===== src/hw/rv_consts.svh =====
`ifndef RV_CONSTS_SVH
`define RV_CONSTS_SVH

// instruction word width.
`define RV_ILEN 32

// one compressed parcel.
`define RV_PLEN 16

// fetch address width.
`define FETCH_PC_W 32

// parcels held by the aligner.
`define FETCH_BUF_PARCELS 3

`endif


===== src/hw/rv_isa_pkg.sv =====
`include "rv_consts.svh"

package rv_isa_pkg;

    typedef logic [`RV_ILEN-1:0] inst_t;
    typedef logic [`RV_PLEN-1:0] parcel_t;
    typedef logic [4:0]          reg_idx_t;
    typedef logic [6:0]          opcode_t;
    typedef logic [2:0]          funct3_t;
    typedef logic [6:0]          funct7_t;

    // major opcodes.
    localparam opcode_t OPC_OP_IMM = 7'b0010011;
    localparam opcode_t OPC_OP     = 7'b0110011;
    localparam opcode_t OPC_LUI    = 7'b0110111;

    // alu function codes.
    localparam funct3_t F3_ADD_SUB = 3'b000;
    localparam funct3_t F3_SLL     = 3'b001;
    localparam funct3_t F3_XOR     = 3'b100;
    localparam funct3_t F3_SRL_SRA = 3'b101;
    localparam funct3_t F3_OR      = 3'b110;
    localparam funct3_t F3_AND     = 3'b111;

    // funct7 selects sub and sra.
    localparam funct7_t F7_BASE = 7'b0000000;
    localparam funct7_t F7_ALT  = 7'b0100000;

    localparam reg_idx_t REG_X0 = 5'd0;
    // stack pointer, c.lui with x2 is c.addi16sp.
    localparam reg_idx_t REG_SP = 5'd2;

endpackage


===== src/hw/fetch_pkg.sv =====
`include "rv_consts.svh"

package fetch_pkg;

    // byte address of a fetched instruction.
    typedef logic [`FETCH_PC_W-1:0] pc_t;

    // valid parcels in the aligner buffer.
    typedef logic [$clog2(`FETCH_BUF_PARCELS+1)-1:0] pcount_t;

endpackage


===== src/hw/parcel_aligner.sv =====
`timescale 1ns/1ps
`include "rv_consts.svh"

module parcel_aligner
(
    input  logic              i_clk,
    input  logic              i_rst,
    input  logic              i_word_valid,
    input  rv_isa_pkg::inst_t i_word,
    output logic              o_hold,
    output logic              o_raw_valid,
    output rv_isa_pkg::inst_t o_raw,
    output fetch_pkg::pc_t    o_raw_pc
);
    import rv_isa_pkg::*;
    import fetch_pkg::*;

    // index 0 is the oldest parcel.
    parcel_t [`FETCH_BUF_PARCELS-1:0] buf_q;
    parcel_t [`FETCH_BUF_PARCELS-1:0] buf_n;

    pcount_t count_q;
    pcount_t count_n;
    pcount_t take;
    pcount_t remain;

    pc_t  pc_q;
    pc_t  pc_step;

    logic accept;
    logic emit16;
    logic emit32;
    logic emit;

    // two parcels buffered means no room for another word.
    assign o_hold = (count_q >= 2'd2);
    assign accept = i_word_valid && !o_hold;

    assign emit16 = (count_q != 2'd0) && (buf_q[0][1:0] != 2'b11);
    assign emit32 = (count_q >= 2'd2) && (buf_q[0][1:0] == 2'b11);
    assign emit   = emit16 || emit32;

    assign pc_step = emit32 ? pc_t'(4) : pc_t'(2);

    always_comb
    begin
        take   = emit32 ? 2'd2 : (emit16 ? 2'd1 : 2'd0);
        remain = count_q - take;

        // drop the consumed parcels.
        buf_n = buf_q >> (take * `RV_PLEN);

        // new word lands right after what is left.
        if (accept)
        begin
            case (remain)
                2'd0:
                    buf_n[1:0] = i_word;
                default:
                    buf_n[2:1] = i_word;
            endcase
        end

        count_n = remain + (accept ? 2'd2 : 2'd0);
    end

    always_ff @(posedge i_clk)
    begin
        buf_q <= buf_n;
    end

    always_ff @(posedge i_clk)
    begin
        if (i_rst)
        begin
            count_q     <= '0;
            pc_q        <= '0;
            o_raw_valid <= 1'b0;
        end
        else
        begin
            count_q     <= count_n;
            o_raw_valid <= emit;
            if (emit)
            begin
                pc_q <= pc_q + pc_step;
            end
        end
    end

    always_ff @(posedge i_clk)
    begin
        if (emit)
        begin
            o_raw_pc <= pc_q;
            if (emit32)
            begin
                o_raw <= {buf_q[1], buf_q[0]};
            end
            else
            begin
                // 16-bit form, upper half zero.
                o_raw <= {{(`RV_ILEN-`RV_PLEN){1'b0}}, buf_q[0]};
            end
        end
    end

endmodule


===== src/hw/c_expander.sv =====
`timescale 1ns/1ps

module c_expander
(
    input  rv_isa_pkg::inst_t i_inst,
    output rv_isa_pkg::inst_t o_inst,
    output logic              o_compressed,
    output logic              o_illegal
);
    import rv_isa_pkg::*;

    reg_idx_t    rd;
    reg_idx_t    rs2;
    // rd' and rs2' map to x8..x15.
    reg_idx_t    rd_p;
    reg_idx_t    rs2_p;
    logic [2:0]  c_funct3;
    logic [11:0] imm12;
    logic [4:0]  shamt;
    logic        imm_zero;

    assign rd       = i_inst[11:7];
    assign rs2      = i_inst[6:2];
    assign rd_p     = {2'b01, i_inst[9:7]};
    assign rs2_p    = {2'b01, i_inst[4:2]};
    assign c_funct3 = i_inst[15:13];
    assign shamt    = i_inst[6:2];
    assign imm_zero = ({i_inst[12], i_inst[6:2]} == 6'd0);

    // 6-bit immediate, sign extended.
    assign imm12 = {{6{i_inst[12]}}, i_inst[12], i_inst[6:2]};

    assign o_compressed = (i_inst[1:0] != 2'b11);

    always_comb
    begin
        o_inst    = i_inst;
        o_illegal = o_compressed;

        case (i_inst[1:0])
            2'b01:
            begin
                case (c_funct3)
                    3'b000:
                    begin
                        // c.addi.
                        o_inst    = {imm12, rd, F3_ADD_SUB, rd, OPC_OP_IMM};
                        o_illegal = 1'b0;
                    end

                    3'b010:
                    begin
                        // c.li.
                        o_inst    = {imm12, REG_X0, F3_ADD_SUB, rd, OPC_OP_IMM};
                        o_illegal = 1'b0;
                    end

                    3'b011:
                    begin
                        // c.lui, rd of x0 or x2 and zero imm are reserved.
                        if (rd != REG_X0 && rd != REG_SP && !imm_zero)
                        begin
                            o_inst    = {{14{i_inst[12]}}, imm12[5:0], rd, OPC_LUI};
                            o_illegal = 1'b0;
                        end
                    end

                    3'b100:
                    begin
                        case (i_inst[11:10])
                            2'b00:
                            begin
                                if (!i_inst[12])
                                begin
                                    o_inst = {F7_BASE, shamt, rd_p, F3_SRL_SRA, rd_p,
                                              OPC_OP_IMM};
                                    o_illegal = 1'b0;
                                end
                            end

                            2'b01:
                            begin
                                if (!i_inst[12])
                                begin
                                    o_inst = {F7_ALT, shamt, rd_p, F3_SRL_SRA, rd_p,
                                              OPC_OP_IMM};
                                    o_illegal = 1'b0;
                                end
                            end

                            2'b10:
                            begin
                                // c.andi.
                                o_inst    = {imm12, rd_p, F3_AND, rd_p, OPC_OP_IMM};
                                o_illegal = 1'b0;
                            end

                            2'b11:
                            begin
                                // bit 12 set is the rv64 word group.
                                if (!i_inst[12])
                                begin
                                    o_illegal = 1'b0;
                                    case (i_inst[6:5])
                                        2'b00:
                                            o_inst = {F7_ALT, rs2_p, rd_p, F3_ADD_SUB,
                                                      rd_p, OPC_OP};
                                        2'b01:
                                            o_inst = {F7_BASE, rs2_p, rd_p, F3_XOR,
                                                      rd_p, OPC_OP};
                                        2'b10:
                                            o_inst = {F7_BASE, rs2_p, rd_p, F3_OR,
                                                      rd_p, OPC_OP};
                                        default:
                                            o_inst = {F7_BASE, rs2_p, rd_p, F3_AND,
                                                      rd_p, OPC_OP};
                                    endcase
                                end
                            end
                        endcase
                    end
                endcase
            end

            2'b10:
            begin
                case (c_funct3)
                    3'b000:
                    begin
                        // c.slli.
                        if (!i_inst[12])
                        begin
                            o_inst    = {F7_BASE, shamt, rd, F3_SLL, rd, OPC_OP_IMM};
                            o_illegal = 1'b0;
                        end
                    end

                    3'b100:
                    begin
                        // rs2 of x0 is jr, jalr or ebreak.
                        if (rs2 != REG_X0)
                        begin
                            o_illegal = 1'b0;
                            if (!i_inst[12])
                            begin
                                o_inst = {F7_BASE, rs2, REG_X0, F3_ADD_SUB, rd, OPC_OP};
                            end
                            else
                            begin
                                o_inst = {F7_BASE, rs2, rd, F3_ADD_SUB, rd, OPC_OP};
                            end
                        end
                    end
                endcase
            end
        endcase
    end

endmodule


===== src/hw/fetch_frontend.sv =====
`timescale 1ns/1ps

module fetch_frontend
(
    input  logic              i_clk,
    input  logic              i_rst,
    input  logic              i_word_valid,
    input  rv_isa_pkg::inst_t i_word,
    output logic              o_hold,
    output logic              o_inst_valid,
    output rv_isa_pkg::inst_t o_inst,
    output fetch_pkg::pc_t    o_pc,
    output logic              o_compressed,
    output logic              o_illegal
);
    import rv_isa_pkg::*;

    // raw instruction before expansion.
    inst_t raw;

    parcel_aligner u_aligner
    (
        .i_clk        (i_clk),
        .i_rst        (i_rst),
        .i_word_valid (i_word_valid),
        .i_word       (i_word),
        .o_hold       (o_hold),
        .o_raw_valid  (o_inst_valid),
        .o_raw        (raw),
        .o_raw_pc     (o_pc)
    );

    // same cycle as the aligner output.
    c_expander u_expander
    (
        .i_inst       (raw),
        .o_inst       (o_inst),
        .o_compressed (o_compressed),
        .o_illegal    (o_illegal)
    );

endmodule


===== config.mk =====
export PLATFORM = sky130hd
export DESIGN_NAME = fetch_frontend
export DESIGN_NICKNAME = d
export VERILOG_FILES = /design/src/hw/rv_isa_pkg.sv /design/src/hw/fetch_pkg.sv /design/src/hw/parcel_aligner.sv /design/src/hw/c_expander.sv /design/src/hw/fetch_frontend.sv
export VERILOG_INCLUDE_DIRS = /design/src /design/src/hw
export SDC_FILE = /design/constraint.sdc
export NUM_CORES = 1
export LEC_CHECK = 0
export ABC_AREA = 1
export BUFFER_PORTS_ARGS = -buffer_cell sky130_fd_sc_hd__buf_2
export CAP_MARGIN = 20
export CORE_MARGIN = 8
export CORE_UTILIZATION = 53
export DETAILED_ROUTE_END_ITERATION = 16
export PLACE_DENSITY = 0.84
export SLEW_MARGIN = 20
export SYNTH_ARGS = -nofsm -noshare
export SYNTH_HDL_FRONTEND = slang
export SYNTH_HIERARCHICAL = 1
export SYNTH_SLANG_ARGS = --single-unit

===== constraint.sdc =====
create_clock -name i_clk -period 2.25 [get_ports i_clk]
set_clock_uncertainty 0.1 [all_clocks]
set_input_delay 0.1125 -clock i_clk [delete_from_list [all_inputs] [get_ports i_clk]]
set_output_delay 0.1125 -clock i_clk [all_outputs]
set_load 0.03 [all_outputs]

**Word level (Yosys, flattened, before mapping)**

Index checks and enable logic that the tools add are counted.

- Bits of input ports: 35
- Word-level logic and storage cells: 73
- Flip-flop bits (word level): 147

- Shift-type cells: 1
- Multiplexer cells: 27
- Magnitude comparators: 1
- Eq/ne operators: 14
- Add/sub/neg operators: 3
- Reductions and logical operators: 18

Operators with widths:

| kind | number |
|---|---|
| $pmux 32 s4 | 2 |
| $mux 32 | 6 |
| $pmux 32 s2 | 2 |
| $pmux 31 s3 | 1 |
| $mux 16 | 3 |
| $mux 48 | 1 |
| $shr 48x6->48 | 1 |
| $add 32x32->32 | 1 |
| $mux 20 | 1 |
| $eq 2x2->1 const B | 5 |
| $reduce_bool 5->1 | 2 |
| $eq 2x1->1 const B | 3 |
| $eq 3x2->1 const B | 2 |
| $logic_not 2->1 | 3 |
| $logic_not 6->1 | 1 |
| $pmux 1 s2 | 3 |
| $logic_and 1x1->1 | 5 |
| $ne 5x2->1 const B | 1 |
| $mux 1 | 4 |
| $mux 2 | 2 |
| $ne 2x2->1 const B | 2 |
| $eq 3x3->1 const B | 1 |
| $logic_not 3->1 | 1 |
| $mux 3 | 1 |
| 9 further kinds | 10 |

**Longest topological paths before layout**

- Word-level depth: 8
- Gate-level depth with buffers: 15

**Modules after synthesis**

Netlist, hierarchy kept.

Modules (own cells, without submodules):

| module | sequential area each (µm²) | area an instance (µm²) | cells an instance | times used |
|---|---|---|---|---|
| parcel_aligner | 3693.5 | 6135.9 | 677 | 1 |
| c_expander | 0.0 | 1904.3 | 438 | 1 |

**Worst setup path before layout**

No wires, ideal clock.

- Path type: register -> register
- From: register u_aligner/buf_q[0] in the netlist's numbering
- To: register u_aligner.pc_q[19]
- Slack: -0.048 ns
- Cell stages (with the launch flop): 9
- Period minus slack after synthesis: 2.298 ns
- Arrival time: 2.086 ns
- Buffers on the path: 0
- Setup time: 0.113 ns
- Path through: dfxtp_1 -> nand2_2 -> o21ai_0 -> nand2_2 -> nand3_2 -> nor3_4 -> nand2_1 -> nor2_1 -> nor2_1

RTL lines:

| item | RTL line | text |
|---|---|---|
| from (decl) | parcel_aligner.sv:19 | `` parcel_t [`FETCH_BUF_PARCELS-1:0] buf_q; `` |
| from (signal assigned) | parcel_aligner.sv:69 | `buf_q <= buf_n;` |
| $ne 2x2->1 / $eq 2x2->1 (equally long branches) | parcel_aligner.sv:39, parcel_aligner.sv:40 |  |
| $logic_and 1x1->1 (on tied branches) | parcel_aligner.sv:39, parcel_aligner.sv:40 |  |
| $logic_or 1x1->1 * | parcel_aligner.sv:41 | `assign emit = emit16 \|\| emit32;` |
| via u_aligner.emit | parcel_aligner.sv:33 | `logic emit;` |
| to (signal assigned) | parcel_aligner.sv:86 | `pc_q <= pc_q + pc_step;` |
| to (decl) | parcel_aligner.sv:27 | `pc_t pc_q;` |

The timed path passes the listed nets; every way through them passes the cells marked *.
A chain may end at the register's enable or synchronous reset.

**Final worst setup path**

- From: register u_aligner.o_raw[12]
- To: output o_inst[28]

- Longest elaborated chain between the ends: 6

Ends and longest elaborated chain:

| item | RTL line | text |
|---|---|---|
| from (decl) | parcel_aligner.sv:12 | `output rv_isa_pkg::inst_t o_raw,` |
| from (signal assigned) | parcel_aligner.sv:98 | `o_raw <= {buf_q[1], buf_q[0]};` |
| from (signal assigned) | parcel_aligner.sv:103 | `` o_raw <= {{(`RV_ILEN-`RV_PLEN){1'b0}}, buf_q[0]}; `` |
| $logic_not 6->1 | c_expander.sv:28 | `assign imm_zero = ({i_inst[12], i_inst[6:2]} == 6'd0);` |
| $logic_not 1->1 | c_expander.sv:61 | `if (rd != REG_X0 && rd != REG_SP && !imm_zero)` |
| $logic_and 1x1->1 | c_expander.sv:61 |  |
| $mux 32 | c_expander.sv:61 |  |
| $pmux 32 s4 | c_expander.sv:43 | `case (c_funct3)` |
| $pmux 32 s2 * | c_expander.sv:40 | `case (i_inst[1:0])` |
| to (decl) | fetch_frontend.sv:11 | `output rv_isa_pkg::inst_t o_inst,` |

Mark *: on every way between the ends. The rest lies on a longest branch, timed or not.

==> flow_summary.rst <==
.. list-table::
   :header-rows: 1

   * - Metric
     - Value
   * - Cell area after synthesis
     - 8040 sq um
   * - Terminus of the critical flop-to-flop path
     - u_aligner/pc_q[15]
   * - Synth unique cells
     - 34
   * - Iteration-0 DRC Markers
     - 1215
   * - Violated checks
     - setup timing
   * - CTS HTree Levels
     - 4
   * - Number of optimization iterations in the first detailed-route pass
     - 6
   * - ANT nets after route
     - 0
   * - Area added between synthesis and finish
     - 39.50%
   * - Y dimension of the die
     - 139.2 um
   * - Max_slew headroom
     - 0.4961
   * - RD Place Congestion
     - approximately 1.0
   * - Total wire length after detailed routing
     - 27370 um
   * - Cells after synthesis
     - roughly 1100
   * - Hold Crit Class
     - input pin to flop
   * - Fraction of final layout cells with drive strength greater than 1
     - 0.2840
   * - Inserted Clock Buffers
     - 17
   * - GRT Overall Usage
     - 0.2782
   * - Result of the run
     - finished, violations left
   * - Maximum fanout count along the critical path
     - 7
   * - Number of top-level pins
     - 103
   * - Antenna diodes
     - 0
   * - Sinks on Clock Net
     - 145
   * - Kind of start point of the critical path
     - flop
   * - Sequential cell area fraction in the yosys report
     - 0.4594
   * - Most repeated cell in the gate-level netlist after synthesis
     - sky130_fd_sc_hd__nand2_1
   * - Post-synth top area share
     - 0.2951
   * - Area of the placeable core
     - 15030 sq um
   * - Die width
     - 139.2 um
   * - Fin Setup TNS
     - -0.3672 ns
   * - Avg Vias per Cell
     - 5.751
   * - Clock latency of the later-clocked register in the worst-skew pair
     - approximately 0.42 ns
   * - Power density cells
     - between 1500 and 2000 nW/um^2
   * - Clock Tree Buf Depth
     - 2
   * - Avg Inst Size Synth
     - 7.211 sq um
   * - Category of the worst setup path capture point
     - output port
   * - Path depth of the worst reg2reg path
     - 13
   * - Clock tree from TritonCTS
     - built
   * - Critical R2R Launch
     - u_aligner/buf_q[0]
   * - Final Max Slew Viols
     - 0
   * - Leakage
     - 4.810 nW
   * - I/O Buffers
     - 101
   * - Setup slack after layout
     - -0.04195 ns
   * - Max Fclk
     - approximately 440 MHz
   * - Worst Setup SP
     - u_aligner/o_raw[12]
   * - Final Util
     - 0.7461
   * - Setup violation total in the final timing report
     - 18
   * - Synth Net Count
     - 1155
   * - Via count of the first global-routing pass
     - 8272
   * - Data arrival time of the worst path
     - 2.08 ns
   * - Capturing instance or port of the critical path
     - o_inst[28]
   * - Clock period minus final worst setup slack
     - about 2.3 ns
   * - Root buf cell
     - sky130_fd_sc_hd__clkbuf_16
   * - Worst slack on hold paths
     - 0.1444 ns
   * - Async set or reset register ratio after synthesis
     - 0
   * - Seq cells post-synth
     - roughly 150
   * - Worst IR Drop VDD
     - roughly 1200 uV
   * - Final routed DRC violation total
     - 0
   * - Clock-pin slew on the worst setup and hold paths
     - 0.06 ns
   * - Net count, final
     - 1379
   * - Post-synthesis cell type with the largest combined area
     - sky130_fd_sc_hd__edfxtp_1
   * - Number of vias after detailed routing
     - 8856
   * - Pwr Total
     - 20.84 mW
   * - RSZ-0062 raised after global routing
     - true
   * - Actual slew at the worst max-slew pin
     - 0.7550 ns
   * - Initial standard-cell utilization of the core
     - 0.5348
   * - Synth Flop Type
     - sky130_fd_sc_hd__edfxtp_1
   * - Hold violation total from the final report
     - 0
   * - Pin count of the biggest net entering global routing
     - 47
   * - Critical Path RT
     - 2.04 ns
   * - Synth Warn #
     - 6
   * - Total global routing overflow
     - 0
   * - Period utilization
     - 1.019
   * - WL/cell
     - between 15 and 20 um
   * - CP Class
     - flop to output port
   * - Setup WS pre-CTS
     - -0.02210 ns
   * - Main area contributors after synthesis
     - sky130_fd_sc_hd__edfxtp_1 30%, sky130_fd_sc_hd__dfxtp_1 16%, sky130_fd_sc_hd__nand2_1 12%
   * - Count of max-cap constraint violations
     - 0
   * - Floorplan row count
     - 45
   * - Global-route wire length before repair
     - 43250 um
   * - Final-layout fill cell count
     - 1081
   * - Die footprint
     - 19370 sq um
   * - Hpwl dp
     - 18800 um
   * - List of most frequent post-synthesis cells
     - 263 x sky130_fd_sc_hd__nand2_1, 159 x sky130_fd_sc_hd__nor2_1, 123 x sky130_fd_sc_hd__inv_1
   * - Initial antenna violation count
     - 0
   * - Slack of the worst reg-to-reg path
     - 0.22 ns
   * - Count of flip-flops with a built-in enable after synthesis
     - 79
## per-stage QoR
step                cells  cell area [sq um]
finish               1540              11220
global route         1540              11220
CTS                  1525              10760
detailed placement   1426               9101
global placement     1426               9101
floorplan            1115               8045
## cells by family after synthesis
kind of cell | synth area share
AND/OR/NAND/NOR | 0.2946
AO/OA/AOI/OAI | 0.1474
buffers and inverters | 0.09041
flip-flops | 0.4594
adder cells (fa/ha/maj) | 0.007781
other | 0.0004664
## timing repair
| action | in CTS | in global routing |
|---|---|---|
| hold buffers | 33 | 0 |
| setup endpoints to repair | 29 | 35 |
| pin swaps | 25 | 40 |
| endpoints found under the hold margin | 49 | 0 |
| setup buffers | 34 | 15 |
| gates resized for setup | 142 | 102 |
## where the power goes
part	leakage (nW)	total [mW]	switching (mW)	internal (mW)
clock network	0.278	2.81	1.05	1.76
registers	1.33	4.83	0.696	4.13
logic	3.20	13.2	8.30	4.90
## worst max-delay path, stage by stage (launching register included)
cell and delay [ns]:
sky130_fd_sc_hd__edfxtp_1 0.44, sky130_fd_sc_hd__buf_6 0.18, sky130_fd_sc_hd__nand2_1 0.16, sky130_fd_sc_hd__nor2_2 0.27, sky130_fd_sc_hd__buf_4 0.19, sky130_fd_sc_hd__a21oi_1 0.07, sky130_fd_sc_hd__nand2_1 0.07, sky130_fd_sc_hd__nand2_1 0.04
sky130_fd_sc_hd__nand2_1 0.09, sky130_fd_sc_hd__buf_6 0.14
## area by class of cell
cell class | instances | area (sq um) | share of cell area
multi-input cells | 789 | 4099 | 0.3655
flip-flops and latches | 145 | 3696 | 0.3295
clock buffers | 21 | 450.4 | 0.04016
inverters | 137 | 540.5 | 0.04819
clock inverters | 11 | 138.9 | 0.01238
well taps | 188 | 235.2 | 0.02097
repair buffers | 249 | 2056 | 0.1833
## flip-flops by register name, summed over array words and instances, names as in the netlist
register               cells
u_aligner/pc_q            31
u_aligner/o_raw           32
u_aligner/o_raw_pc        31
u_aligner/count_q          2
u_aligner/o_raw_valid      1
u_aligner/buf_q           48
## worst min-delay path by stage
stage,end,startpoint,cells past startpoint
floorplan,u_aligner/buf_q[10],i_word[10],2
global placement,u_aligner/buf_q[5],i_word[5],3
detailed placement,u_aligner/buf_q[8],i_word[8],3
CTS,u_aligner/count_q[1],i_word_valid,5
global route,u_aligner/count_q[1],i_word_valid,5
finish,u_aligner/count_q[1],i_word_valid,5
## metal layers
metal	part of all wire	up-vias	track usage
met4	0.034	0	0.1346
li1	-	4148	-
met3	0.10	91	0.06919
met1	0.40	4013	0.3562
met2	0.46	604	0.4322
met5	0	-	0
## placed cells by master, fill, tap and decap left out, types with 28 or more instances in the layout
master,netlist,routed
sky130_fd_sc_hd__a21oi_1,73,53
sky130_fd_sc_hd__nand2_2,10,28
sky130_fd_sc_hd__dfxtp_1,66,64
sky130_fd_sc_hd__inv_1,123,114
sky130_fd_sc_hd__nand3_1,95,84
sky130_fd_sc_hd__buf_6,0,53
sky130_fd_sc_hd__buf_2,23,72
sky130_fd_sc_hd__dlygate4sd3_1,0,33
sky130_fd_sc_hd__nand2_1,263,234
sky130_fd_sc_hd__nor2_1,159,135
sky130_fd_sc_hd__edfxtp_1,79,79
sky130_fd_sc_hd__buf_4,5,83
sky130_fd_sc_hd__o21ai_0,115,99
(Power assumes the default switching activity.)
